[src/common/mips_pkg.sv]
// Shared MIPS decode definitions: opcode and funct values, ALU
// operation codes and instruction field positions
`default_nettype none

package mips_pkg;

    // Primary opcodes, instr[31:26]
    localparam logic [5:0] OP_RTYPE = 6'h00;
    localparam logic [5:0] OP_J     = 6'h02;
    localparam logic [5:0] OP_JAL   = 6'h03;
    localparam logic [5:0] OP_BEQ   = 6'h04;
    localparam logic [5:0] OP_BNE   = 6'h05;
    localparam logic [5:0] OP_ADDI  = 6'h08;
    localparam logic [5:0] OP_SLTI  = 6'h0a;
    localparam logic [5:0] OP_ANDI  = 6'h0c;
    localparam logic [5:0] OP_ORI   = 6'h0d;
    localparam logic [5:0] OP_LUI   = 6'h0f;
    localparam logic [5:0] OP_LW    = 6'h23;
    localparam logic [5:0] OP_SW    = 6'h2b;

    // Funct codes for R-type, instr[5:0]
    localparam logic [5:0] FN_JR  = 6'h08;
    localparam logic [5:0] FN_ADD = 6'h20;
    localparam logic [5:0] FN_SUB = 6'h22;
    localparam logic [5:0] FN_AND = 6'h24;
    localparam logic [5:0] FN_OR  = 6'h25;
    localparam logic [5:0] FN_SLT = 6'h2a;

    // Operation requested from the execute stage ALU.
    // ALU_ADD is zero so that a bubble decodes as add
    typedef enum logic [3:0] {
        ALU_ADD = 4'd0,
        ALU_SUB = 4'd1,
        ALU_AND = 4'd2,
        ALU_OR  = 4'd3,
        ALU_SLT = 4'd4,
        ALU_LUI = 4'd5
    } alu_op_t;

    // Low bit of each register field
    localparam int RS_LSB = 21;
    localparam int RT_LSB = 16;
    localparam int RD_LSB = 11;

endpackage

`default_nettype wire

[src/hw/decode_top.sv]
// Decode stage top level: datapath, control decoder, branch forwarding
// and the ID/EX register
`timescale 1ns/100ps
`default_nettype none

module decode_top #(
    parameter int INST_SZ = 32,
    parameter int REG_SZ  = 5
) (
    input  wire                 i_clk,
    input  wire                 i_rst_n,
    input  wire  [INST_SZ-1:0]  i_instr,
    input  wire  [INST_SZ-1:0]  i_npc,
    input  wire  [INST_SZ-1:0]  i_alu_result_m,
    input  wire  [REG_SZ-1:0]   i_write_reg_m,
    input  wire                 i_reg_write_m,
    input  wire                 i_reg_write_w,
    input  wire  [REG_SZ-1:0]   i_write_reg_w,
    input  wire  [INST_SZ-1:0]  i_write_data_w,
    input  wire  [REG_SZ-1:0]   i_debug_addr,
    input  wire                 i_stall,
    input  wire                 i_flush,
    output logic [INST_SZ-1:0]  o_debug_data,
    output logic                o_pc_src,
    output logic                o_jump,
    output logic [INST_SZ-1:0]  o_branch_addr,
    output logic [INST_SZ-1:0]  o_jump_addr,
    output logic                o_ex_reg_write,
    output logic                o_ex_mem_read,
    output logic                o_ex_mem_write,
    output logic                o_ex_mem_to_reg,
    output logic                o_ex_alu_src,
    output logic                o_ex_reg_dst,
    output mips_pkg::alu_op_t   o_ex_alu_op,
    output logic [INST_SZ-1:0]  o_ex_read_data_1,
    output logic [INST_SZ-1:0]  o_ex_read_data_2,
    output logic [INST_SZ-1:0]  o_ex_imm,
    output logic [REG_SZ-1:0]   o_ex_rs,
    output logic [REG_SZ-1:0]   o_ex_rt,
    output logic [REG_SZ-1:0]   o_ex_rd
);

    import mips_pkg::*;

    logic               forward_a, forward_b;
    logic               branch, equal;
    logic               reg_write, mem_read, mem_write, mem_to_reg, alu_src, reg_dst;
    alu_op_t            alu_op;
    logic [INST_SZ-1:0] read_data_1, read_data_2, imm;
    logic [REG_SZ-1:0]  rs, rt, rd;

    instr_decode #(.INST_SZ(INST_SZ), .REG_SZ(REG_SZ)) instr_decode_i (
        .i_clk (i_clk), .i_rst_n (i_rst_n),
        .i_instr (i_instr), .i_npc (i_npc),
        .i_forward_a (forward_a), .i_forward_b (forward_b),
        .i_alu_result_m (i_alu_result_m),
        .i_branch (branch), .i_equal (equal), .i_jump (o_jump),
        .i_reg_write_w (i_reg_write_w), .i_write_reg_w (i_write_reg_w),
        .i_write_data_w (i_write_data_w), .i_debug_addr (i_debug_addr),
        .o_debug_data (o_debug_data),
        .o_read_data_1 (read_data_1), .o_read_data_2 (read_data_2),
        .o_imm (imm), .o_rs (rs), .o_rt (rt), .o_rd (rd),
        .o_pc_src (o_pc_src), .o_branch_addr (o_branch_addr), .o_jump_addr (o_jump_addr)
    );

    main_control main_control_i (
        .i_opcode (i_instr[INST_SZ-1 -: 6]), .i_funct (i_instr[5:0]),
        .o_reg_write (reg_write), .o_mem_read (mem_read), .o_mem_write (mem_write),
        .o_mem_to_reg (mem_to_reg), .o_alu_src (alu_src), .o_reg_dst (reg_dst),
        .o_alu_op (alu_op), .o_branch (branch), .o_equal (equal), .o_jump (o_jump)
    );

    forward_unit #(.REG_SZ(REG_SZ)) forward_unit_i (
        .i_rs (rs), .i_rt (rt),
        .i_write_reg_m (i_write_reg_m), .i_reg_write_m (i_reg_write_m),
        .o_forward_a (forward_a), .o_forward_b (forward_b)
    );

    id_ex_reg #(.INST_SZ(INST_SZ), .REG_SZ(REG_SZ)) id_ex_reg_i (
        .i_clk (i_clk), .i_rst_n (i_rst_n), .i_stall (i_stall), .i_flush (i_flush),
        .i_reg_write (reg_write), .i_mem_read (mem_read), .i_mem_write (mem_write),
        .i_mem_to_reg (mem_to_reg), .i_alu_src (alu_src), .i_reg_dst (reg_dst),
        .i_alu_op (alu_op), .i_read_data_1 (read_data_1), .i_read_data_2 (read_data_2),
        .i_imm (imm), .i_rs (rs), .i_rt (rt), .i_rd (rd),
        .o_reg_write (o_ex_reg_write), .o_mem_read (o_ex_mem_read),
        .o_mem_write (o_ex_mem_write), .o_mem_to_reg (o_ex_mem_to_reg),
        .o_alu_src (o_ex_alu_src), .o_reg_dst (o_ex_reg_dst), .o_alu_op (o_ex_alu_op),
        .o_read_data_1 (o_ex_read_data_1), .o_read_data_2 (o_ex_read_data_2),
        .o_imm (o_ex_imm), .o_rs (o_ex_rs), .o_rt (o_ex_rt), .o_rd (o_ex_rd)
    );

endmodule

`default_nettype wire

[src/hw/forward_unit.sv]
// Forwarding select for the decode stage branch comparison
`timescale 1ns/100ps
`default_nettype none

module forward_unit #(
    parameter int REG_SZ = 5
) (
    input  wire  [REG_SZ-1:0]   i_rs,
    input  wire  [REG_SZ-1:0]   i_rt,
    input  wire  [REG_SZ-1:0]   i_write_reg_m,          // Memory stage destination
    input  wire                 i_reg_write_m,
    output logic                o_forward_a,
    output logic                o_forward_b
);

    logic dest_valid;

    // $0 is hardwired, so a match on it must never forward
    assign dest_valid = i_reg_write_m && (i_write_reg_m != '0);

    assign o_forward_a = dest_valid && (i_write_reg_m == i_rs);
    assign o_forward_b = dest_valid && (i_write_reg_m == i_rt);

endmodule

`default_nettype wire

[src/hw/id_ex_reg.sv]
// ID/EX pipeline register with stall hold and flush bubble
`timescale 1ns/100ps
`default_nettype none

module id_ex_reg #(
    parameter int INST_SZ = 32,
    parameter int REG_SZ  = 5
) (
    input  wire                 i_clk,
    input  wire                 i_rst_n,
    input  wire                 i_stall,                // Hold current contents
    input  wire                 i_flush,                // Insert bubble, beats stall
    input  wire                 i_reg_write,
    input  wire                 i_mem_read,
    input  wire                 i_mem_write,
    input  wire                 i_mem_to_reg,
    input  wire                 i_alu_src,
    input  wire                 i_reg_dst,
    input  var mips_pkg::alu_op_t i_alu_op,
    input  wire  [INST_SZ-1:0]  i_read_data_1,
    input  wire  [INST_SZ-1:0]  i_read_data_2,
    input  wire  [INST_SZ-1:0]  i_imm,
    input  wire  [REG_SZ-1:0]   i_rs,
    input  wire  [REG_SZ-1:0]   i_rt,
    input  wire  [REG_SZ-1:0]   i_rd,
    output logic                o_reg_write,
    output logic                o_mem_read,
    output logic                o_mem_write,
    output logic                o_mem_to_reg,
    output logic                o_alu_src,
    output logic                o_reg_dst,
    output mips_pkg::alu_op_t   o_alu_op,
    output logic [INST_SZ-1:0]  o_read_data_1,
    output logic [INST_SZ-1:0]  o_read_data_2,
    output logic [INST_SZ-1:0]  o_imm,
    output logic [REG_SZ-1:0]   o_rs,
    output logic [REG_SZ-1:0]   o_rt,
    output logic [REG_SZ-1:0]   o_rd
);

    import mips_pkg::*;

    always_ff @(posedge i_clk) begin
        if (!i_rst_n || i_flush) begin
            o_reg_write   <= 1'b0;   // Bubble, no side effects downstream
            o_mem_read    <= 1'b0;
            o_mem_write   <= 1'b0;
            o_mem_to_reg  <= 1'b0;
            o_alu_src     <= 1'b0;
            o_reg_dst     <= 1'b0;
            o_alu_op      <= ALU_ADD;
            o_read_data_1 <= '0;
            o_read_data_2 <= '0;
            o_imm         <= '0;
            o_rs          <= '0;
            o_rt          <= '0;
            o_rd          <= '0;
        end else if (!i_stall) begin
            o_reg_write   <= i_reg_write;
            o_mem_read    <= i_mem_read;
            o_mem_write   <= i_mem_write;
            o_mem_to_reg  <= i_mem_to_reg;
            o_alu_src     <= i_alu_src;
            o_reg_dst     <= i_reg_dst;
            o_alu_op      <= i_alu_op;
            o_read_data_1 <= i_read_data_1;
            o_read_data_2 <= i_read_data_2;
            o_imm         <= i_imm;
            o_rs          <= i_rs;
            o_rt          <= i_rt;
            o_rd          <= i_rd;
        end
    end

endmodule

`default_nettype wire

[src/hw/instr_decode/instr_decode.sv]
// Decode datapath: operand forwarding, equality compare, branch decision,
// sign extension and branch and jump target generation
`timescale 1ns/100ps
`default_nettype none

module instr_decode #(
    parameter int INST_SZ = 32,
    parameter int REG_SZ  = 5
) (
    input  wire                 i_clk,
    input  wire                 i_rst_n,
    input  wire  [INST_SZ-1:0]  i_instr,
    input  wire  [INST_SZ-1:0]  i_npc,                  // PC + 4 of this instruction
    input  wire                 i_forward_a,
    input  wire                 i_forward_b,
    input  wire  [INST_SZ-1:0]  i_alu_result_m,         // Memory stage ALU result
    input  wire                 i_branch,
    input  wire                 i_equal,                // 1 for beq, 0 for bne
    input  wire                 i_jump,
    input  wire                 i_reg_write_w,
    input  wire  [REG_SZ-1:0]   i_write_reg_w,
    input  wire  [INST_SZ-1:0]  i_write_data_w,
    input  wire  [REG_SZ-1:0]   i_debug_addr,
    output logic [INST_SZ-1:0]  o_debug_data,
    output logic [INST_SZ-1:0]  o_read_data_1,
    output logic [INST_SZ-1:0]  o_read_data_2,
    output logic [INST_SZ-1:0]  o_imm,
    output logic [REG_SZ-1:0]   o_rs,
    output logic [REG_SZ-1:0]   o_rt,
    output logic [REG_SZ-1:0]   o_rd,
    output logic                o_pc_src,
    output logic [INST_SZ-1:0]  o_branch_addr,
    output logic [INST_SZ-1:0]  o_jump_addr
);

    import mips_pkg::*;

    logic [INST_SZ-1:0] rf_data_1;
    logic [INST_SZ-1:0] rf_data_2;
    logic               operands_eq;

    assign o_rs = i_instr[RS_LSB +: REG_SZ];
    assign o_rt = i_instr[RT_LSB +: REG_SZ];
    assign o_rd = i_instr[RD_LSB +: REG_SZ];

    register_file #(
        .INST_SZ (INST_SZ),
        .REG_SZ  (REG_SZ)
    ) register_file_i (
        .i_clk         (i_clk),
        .i_rst_n       (i_rst_n),
        .i_reg_write   (i_reg_write_w),
        .i_write_reg   (i_write_reg_w),
        .i_write_data  (i_write_data_w),
        .i_read_reg_1  (o_rs),
        .i_read_reg_2  (o_rt),
        .i_debug_addr  (i_debug_addr),
        .o_read_data_1 (rf_data_1),
        .o_read_data_2 (rf_data_2),
        .o_debug_data  (o_debug_data)
    );

    // Early operands, possibly taken from the memory stage
    assign o_read_data_1 = i_forward_a ? i_alu_result_m : rf_data_1;
    assign o_read_data_2 = i_forward_b ? i_alu_result_m : rf_data_2;

    assign operands_eq = (o_read_data_1 == o_read_data_2);

    // Taken when the compare agrees with beq/bne; a jump overrides it
    assign o_pc_src = i_branch && !i_jump && (operands_eq == i_equal);

    assign o_imm = {{(INST_SZ-16){i_instr[15]}}, i_instr[15:0]};

    assign o_branch_addr = i_npc + (o_imm << 2);
    assign o_jump_addr   = {i_npc[INST_SZ-1 -: 4], i_instr[25:0], 2'b00};   // Pseudo-direct

endmodule

`default_nettype wire

[src/hw/instr_decode/register_file.sv]
// General purpose register file with two read ports, one write port,
// a debug read port and write-through bypass
`timescale 1ns/100ps
`default_nettype none

module register_file #(
    parameter int INST_SZ = 32,
    parameter int REG_SZ  = 5
) (
    input  wire                 i_clk,
    input  wire                 i_rst_n,
    input  wire                 i_reg_write,            // Writeback enable
    input  wire  [REG_SZ-1:0]   i_write_reg,
    input  wire  [INST_SZ-1:0]  i_write_data,
    input  wire  [REG_SZ-1:0]   i_read_reg_1,
    input  wire  [REG_SZ-1:0]   i_read_reg_2,
    input  wire  [REG_SZ-1:0]   i_debug_addr,
    output logic [INST_SZ-1:0]  o_read_data_1,
    output logic [INST_SZ-1:0]  o_read_data_2,
    output logic [INST_SZ-1:0]  o_debug_data
);

    localparam int DEPTH = 2 ** REG_SZ;

    logic [INST_SZ-1:0] regs [DEPTH];
    logic               wr_en;                          // Qualified write, never to $0

    assign wr_en = i_reg_write && (i_write_reg != '0);

    always_ff @(posedge i_clk) begin
        if (!i_rst_n) begin
            for (int i = 0; i < DEPTH; i++) begin
                regs[i] <= '0;
            end
        end else if (wr_en) begin
            regs[i_write_reg] <= i_write_data;
        end
    end

    // Writeback in the same cycle wins over the stored value
    assign o_read_data_1 = (wr_en && (i_read_reg_1 == i_write_reg)) ? i_write_data
                                                                     : regs[i_read_reg_1];
    assign o_read_data_2 = (wr_en && (i_read_reg_2 == i_write_reg)) ? i_write_data
                                                                     : regs[i_read_reg_2];

    assign o_debug_data = regs[i_debug_addr];                // Stored contents only

endmodule

`default_nettype wire

[src/hw/main_control.sv]
// Main control decoder from opcode and funct to pipeline control lines
`timescale 1ns/100ps
`default_nettype none

module main_control (
    input  wire  [5:0]          i_opcode,
    input  wire  [5:0]          i_funct,
    output logic                o_reg_write,
    output logic                o_mem_read,
    output logic                o_mem_write,
    output logic                o_mem_to_reg,
    output logic                o_alu_src,              // Immediate as second operand
    output logic                o_reg_dst,              // Destination is rd, else rt
    output mips_pkg::alu_op_t   o_alu_op,
    output logic                o_branch,
    output logic                o_equal,
    output logic                o_jump
);

    import mips_pkg::*;

    always_comb begin
        o_reg_write  = 1'b0;
        o_mem_read   = 1'b0;
        o_mem_write  = 1'b0;
        o_mem_to_reg = 1'b0;
        o_alu_src    = 1'b0;
        o_reg_dst    = 1'b0;
        o_alu_op     = ALU_ADD;
        o_branch     = 1'b0;
        o_equal      = 1'b0;
        o_jump       = 1'b0;

        case (i_opcode)
            OP_RTYPE: begin
                o_reg_dst   = 1'b1;
                o_reg_write = 1'b1;
                case (i_funct)
                    FN_ADD: o_alu_op = ALU_ADD;
                    FN_SUB: o_alu_op = ALU_SUB;
                    FN_AND: o_alu_op = ALU_AND;
                    FN_OR:  o_alu_op = ALU_OR;
                    FN_SLT: o_alu_op = ALU_SLT;
                    FN_JR: begin
                        o_reg_write = 1'b0;   // Register jump writes nothing
                        o_reg_dst   = 1'b0;
                    end
                    default: begin
                        o_reg_write = 1'b0;   // Unknown funct
                        o_reg_dst   = 1'b0;
                    end
                endcase
            end
            OP_LW: begin
                o_reg_write  = 1'b1;
                o_mem_read   = 1'b1;
                o_mem_to_reg = 1'b1;
                o_alu_src    = 1'b1;
            end
            OP_SW: begin
                o_mem_write = 1'b1;
                o_alu_src   = 1'b1;
            end
            OP_ADDI: begin
                o_reg_write = 1'b1;
                o_alu_src   = 1'b1;
            end
            OP_ANDI: begin
                o_reg_write = 1'b1;
                o_alu_src   = 1'b1;
                o_alu_op    = ALU_AND;
            end
            OP_ORI: begin
                o_reg_write = 1'b1;
                o_alu_src   = 1'b1;
                o_alu_op    = ALU_OR;
            end
            OP_SLTI: begin
                o_reg_write = 1'b1;
                o_alu_src   = 1'b1;
                o_alu_op    = ALU_SLT;
            end
            OP_LUI: begin
                o_reg_write = 1'b1;
                o_alu_src   = 1'b1;
                o_alu_op    = ALU_LUI;
            end
            OP_BEQ: begin
                o_branch = 1'b1;
                o_equal  = 1'b1;
                o_alu_op = ALU_SUB;
            end
            OP_BNE: begin
                o_branch = 1'b1;
                o_alu_op = ALU_SUB;
            end
            OP_J, OP_JAL: o_jump = 1'b1;   // Link write for jal is handled downstream
            default: ;                     // All controls stay low
        endcase
    end

endmodule

`default_nettype wire

[config.mk]
export PLATFORM = sky130hd
export DESIGN_NAME = decode_top
export DESIGN_NICKNAME = d
export VERILOG_FILES = /design/src/common/mips_pkg.sv /design/src/hw/decode_top.sv /design/src/hw/forward_unit.sv /design/src/hw/id_ex_reg.sv /design/src/hw/instr_decode/instr_decode.sv /design/src/hw/instr_decode/register_file.sv /design/src/hw/main_control.sv
export SDC_FILE = /design/constraint.sdc
export NUM_CORES = 2
export LEC_CHECK = 0
export ABC_AREA = 0
export BUFFER_PORTS_ARGS = -buffer_cell sky130_fd_sc_hd__buf_2
export CORE_AREA = 5 5 333 335
export CTS_BUF_LIST = sky130_fd_sc_hd__clkbuf_8
export CTS_CLUSTER_DIAMETER = 200
export DETAILED_ROUTE_END_ITERATION = 16
export DIE_AREA = 0 0 338 340
export GPL_TIMING_DRIVEN = 0
export PLACE_DENSITY = 0.84
export SKIP_LAST_GASP = 1
export SYNTH_ARGS = -nofsm -noshare
export SYNTH_HDL_FRONTEND = slang
export SYNTH_SLANG_ARGS = --single-unit
[constraint.sdc]
create_clock -name i_clk -period 7.7 [get_ports i_clk]
set_input_delay 0.77 -clock i_clk [delete_from_list [all_inputs] [get_ports i_clk]]
set_output_delay 0.77 -clock i_clk [all_outputs]
set_load 0.005 [all_outputs]
==> results of run 1 <==
## what timing repair did
action / CTS
setup endpoints to repair: 1
hold buffers: 0
buffers inserted: 0
gates resized for setup: 4
## per-layer routing
layer | GRT usage (%) | GRT overflow
met1 | 76.89 | 0
met4 | 69.79 | 2
met5 | 43.79 | 0
met2 | 86.10 | 0
met3 | 68.14 | 0
## per-stage QoR
stage	setup TNS (ns)	util, %
4_1_cts	0	72.48
3_5_place_dp	-0.1706	69.01
3_3_place_gp	-1372.76	67.76
2_1_floorplan	0	-
## cells by family after synthesis
logic type / share of synthesized area, %
AND/OR/NAND/NOR: 12.04
flip-flops: 47.12
multiplexers: 29.48
buffers and inverters: 4.386
AO/OA/AOI/OAI: 5.390
XOR/XNOR: 1.022
adder cells (fa/ha/maj): 0.5516
other: 0.005402
## synthesized netlist by cell type (all sizes together) (71+ instances only)
| library cell | count | area, sq um |
|---|---|---|
| a21oi | 84 | 420.4 |
| and3 | 85 | 536.8 |
| mux4 | 732 | 16490 |
| dfxtp | 98 | 1962 |
| edfxtp | 1024 | 30750 |
| mux2i | 324 | 3243 |
| a22oi | 77 | 578.1 |
| clkbuf | 378 | 1419 |
| nand2 | 89 | 334.1 |
| buf | 247 | 1524 |
| nor2 | 225 | 844.6 |
| and2 | 652 | 4079 |
| nor3 | 292 | 1461 |
| o21ai | 71 | 355.3 |
==> results.py, run 1 <==
metrics = {
    "die": {
        "dieHeight_um": 340,
        "io_pins": 368,
        "floorplan.initialDensity_pct": 64.40,
        "dieWidth_um": 338,
        "rows": 121,
    },
    "clock_network": {
        "numClockSinks": 1122,
        "cts_buffer_depth": 3,
        "htreeDepth": 4,
        "cts_buffers": 187,
        "clockRootBuffer": "clkbuf_8",
    },
    "placed_design": {
        "io_buffers": 345,
        "placed_area_sq_um": 74390,
        "hpwlAfterDp_um": 294800,
        "routabilityCongestion": 1.255,
        "placed_cells": 6892,
        "pre_cts_slack_ns": -0.1706,
    },
    "run_status": {
        "status": "did not finish",
        "first-error": "[ERROR GRT-0116] Global routing finished with congestion. Check the congestion regions in the DRC Viewer.",
        "failing_step": "global routing (5_1_grt)",
    },
    "yosys": {
        "synth.distinct_cells": 80,
        "synth_edf_count": 1024,
        "ys.flop_type": "edfxtp_1",
        "netlist_area_sq_um": 69410,
        "ys_ff_latch": 1122,
        "synth.avg_cell_area_sq_um": 13.74,
        "seq_area_frac_synth_pct": 47.12,
        "ys.warnings.count": 0,
        "async_reset_ff_share_pct": 0,
        "syn_inst": 5052,
    },
    "global_routing": {
        "grt.total_usage_pct": 75.69,
        "grt_start_max_net_pins": 21,
        "grt-ovfl-total": 2,
        "grt_pass1_wl_um": 573200,
        "first_global_vias": 63810,
    },
}
==> run 2, diff against run 1 <==
- CORE_AREA: 5 5 333 335 -> 5 5 423 425
- CTS_BUF_LIST: sky130_fd_sc_hd__clkbuf_8 -> default
- CTS_CLUSTER_DIAMETER: 200 -> default
- DIE_AREA: 0 0 338 340 -> 0 0 428 430
- PLACE_DENSITY: 0.84 -> default
- PLACE_DENSITY_LB_ADDON: default -> 0.15
==> results.py, run 2 <==
metrics = {
    "timing": {
        "rsz0062_at_grt": "false",
        "report.final.hold_viol_count": 0,
        "fmax_mhz": 121.9,
        "worst_pin_slew_ns": 1.691,
        "drv_slew": 246,
        "period_needed_ns": 8.203,
        "skew_ns": 0.02313,
        "setup_viol": 1,
        "layout_setup_ws_ns": -0.5035,
        "fin_crit_sh_pct": 106.5,
        "relSlewSlack_pct": -12.71,
    },
    "die": {
        "dieHeight_um": 430,
        "rows": 154,
        "die_area_sq_um": 184000,
        "io_pins": 368,
        "floorplan.initialDensity_pct": 39.67,
        "core_area_sq_um": 175000,
        "dieWidth_um": 428,
    },
    "yosys": {
        "async_reset_ff_share_pct": 0,
        "synth_commonest_cells": "edfxtp_1, mux4_2, and2_1",
        "synth.avg_cell_area_sq_um": 13.74,
        "yosysTopAreaCellShare_pct": 44.30,
        "netlist_area_sq_um": 69410,
        "syn_inst": 5052,
        "seq_area_frac_synth_pct": 47.12,
        "synth_most_common_cell": "edfxtp_1",
        "synth_top_area_cell": "edfxtp_1",
        "synth.distinct_cells": 80,
        "synth_edf_count": 1024,
        "ys.flop_type": "edfxtp_1",
        "ys_ff_latch": 1122,
        "synth.area.top_cells": "edfxtp_1, mux4_2, and2_1",
        "ys.warnings.count": 0,
    },
    "clock_network": {
        "cts_buffer_depth": 3,
        "cts_buffers": 138,
        "clockRootBuffer": "clkbuf_16",
        "htreeDepth": 4,
        "cts_tree": "built",
        "insertion_delay_ns": 0.87,
        "cts.clk_slew.worst_paths_ns": 0.06,
        "numClockSinks": 1122,
    },
    "finish": {
        "nets": 5836,
        "mostFrequentLayoutCell": "edfxtp_1",
        "syn_to_final_growth_pct": 17.29,
        "largest_reg_flops": 1024,
        "finalInstanceArea_sq_um": 81410,
        "final_cell_mix": "edfxtp_1, mux4_2, and2_1",
        "largestRegisters": "instr_decode_i.register_file_i.regs (1024), id_ex_reg_i.o_read_data_1 (32), id_ex_reg_i.o_read_data_2 (32)",
        "drive_gt1_share_pct": 30.91,
        "instances_no_fill": 8165,
        "top_register": "instr_decode_i.register_file_i.regs",
    },
    "placed_design": {
        "io_buffers": 345,
        "placed_area_sq_um": 76330,
        "hpwlAfterDp_um": 360900,
        "placed_cells": 7851,
        "routabilityCongestion": 1.093,
    },
    "global_routing": {
        "antenna_found_initial": 81,
        "grt_pass1_wl_um": 617400,
        "grt.total_usage_pct": 52.67,
        "grt-ovfl-total": 0,
        "first_global_vias": 55880,
        "grt_start_max_net_pins": 33,
    },
    "power": {
        "cellLeakagePower_uw": 0.02882,
        "power_density_nw_per_um2": 225.7,
        "ir_worst_vdd_uv": 274.3,
    },
    "critical_path": {
        "arrival_ns": 7.43,
        "critPathMostFrequentCell": "buf_2",
        "crit_slowest_cell": "buf_2",
        "r2r_slack_ns": 4.17,
        "crit_path_end_kind": "primary output",
        "crit_fanout": 11,
        "cp-start-kind": "primary input",
        "path_class": "in -> out",
        "critPathRequiredTime_ns": 6.93,
        "crit_path_max_incr_delay_ns": 0.95,
        "crit_chain": "buf_2 -> buf_2 -> buf_2 -> buf_2 -> buf_2 -> mux2i_1 -> o211ai_1 -> o21ai_2 -> xnor2_1 -> nand2_1 -> nor4_1 -> nand4_1 -> xor2_1 -> nor4_2 -> buf_2",
    },
    "run_status": {
        "failed_checks": "max-capacitance violations, max-slew violations, negative setup slack",
        "status": "finished, violations left",
    },
    "hold_path": {
        "min_path_type": "in -> reg",
    },
    "route": {
        "wl_um": 498100,
        "vias": 61700,
        "wl_per_cell_um": 61.00,
        "dr.pass1.iters": 9,
        "ant_nets": 0,
        "viasPerCell": 7.556,
        "drt_iter0_drc": 11860,
        "drc": 0,
    },
    "run": {
        "drv_cap": 27,
    },
}
## run 2: cell families (layout without fill, tap and decap cells)
group           Yosys count  count (layout)  synth area share (%)
other cells               1             101              0.005402
simple gates           1514            1514                 12.04
compound gates          531             531                 5.390
xor+xnor                 81              81                 1.022
mux                    1121            1121                 29.48
fa+ha+maj                30              30                0.5516
buf+inv                 652            1325                 4.386
flops                  1122            1122                 47.12
## run 2: metal layers
metal  share of wire (%)  GRT usage (%)
met1                  32          58.88
met2                  39          71.24
met3                  15          25.15
met4                  13          53.49
met5                0.12          1.509
## run 2: power breakdown
part | total (uW) | leakage [uW] | switching [uW] | internal (uW)
Clock | 6960 | 0.00225 | 2960 | 4000
Combinational | 4180 | 0.0160 | 2840 | 1340
Sequential | 7240 | 0.0105 | 259 | 6980
## run 2: area by class of cell
type	instances	area, sq um
Fill cell	16060	93540
Multi-Input combinational cell	3312	34280
Sequential cell	1122	32710
Clock buffer	168	3792
Timing Repair Buffer	433	3487
Buffer	623	3144
Tap cell	2340	2928
Clock inverter	74	797.0
Antenna cell	66	165.2
Inverter	27	103.9
## run 2: timing repair
| action | CTS | global route |
|---|---|---|
| setup buffers | 3 | 0 |
| setup endpoints to repair | 1 | 1 |
| hold buffers | 0 | 0 |
| gates resized for setup | 49 | 27 |
| pin swaps | 1 | 0 |
## run 2: stage by stage
step / hold WS, ns / power [uW] / worst slack, ns / utilization, % / setup TNS [ns]
floorplan: 0.4574 / 9052 / 3.065 / - / 0
global placement: 0.4582 / 11120 / -3.401 / 42.41 / -2309.17
detailed placement: 0.4611 / 11200 / -1.237 / 43.63 / -1.237
CTS: 0.2431 / 17920 / 0.005371 / 46.34 / 0
global route: 0.2486 / 18380 / 0.004353 / 46.45 / 0
finish: 0.2491 / 18380 / -0.5035 / 46.53 / -0.5035
## run 2: critical path: cells and delay by family
kind                      cells  cell delay [ns]
AOI/OAI and AO/OA             2             1.15
xor gates and xnor gates      2             0.42
buffers and inverters         6             3.53
muxes                         1             0.57
and+or+nand+nor               4             0.86
## run 2: path summary, 6_finish.rpt
path                                                            startpoint                                         end  cells after the start
setup / recovery                                               i_instr[23]                                    o_pc_src                     15
hold / removal                                                 i_instr[13]            id_ex_reg_i.o_rd[2]$_SDFFE_PP0N_                      3
setup reg to reg  instr_decode_i.register_file_i.regs[3][14]$_SDFFCE_PN0P_  id_ex_reg_i.o_read_data_1[14]$_SDFFE_PP0N_                      6
hold reg to reg                 id_ex_reg_i.o_read_data_2[21]$_SDFFE_PP0N_  id_ex_reg_i.o_read_data_2[21]$_SDFFE_PP0N_                      2
(Power assumes the default switching activity.)
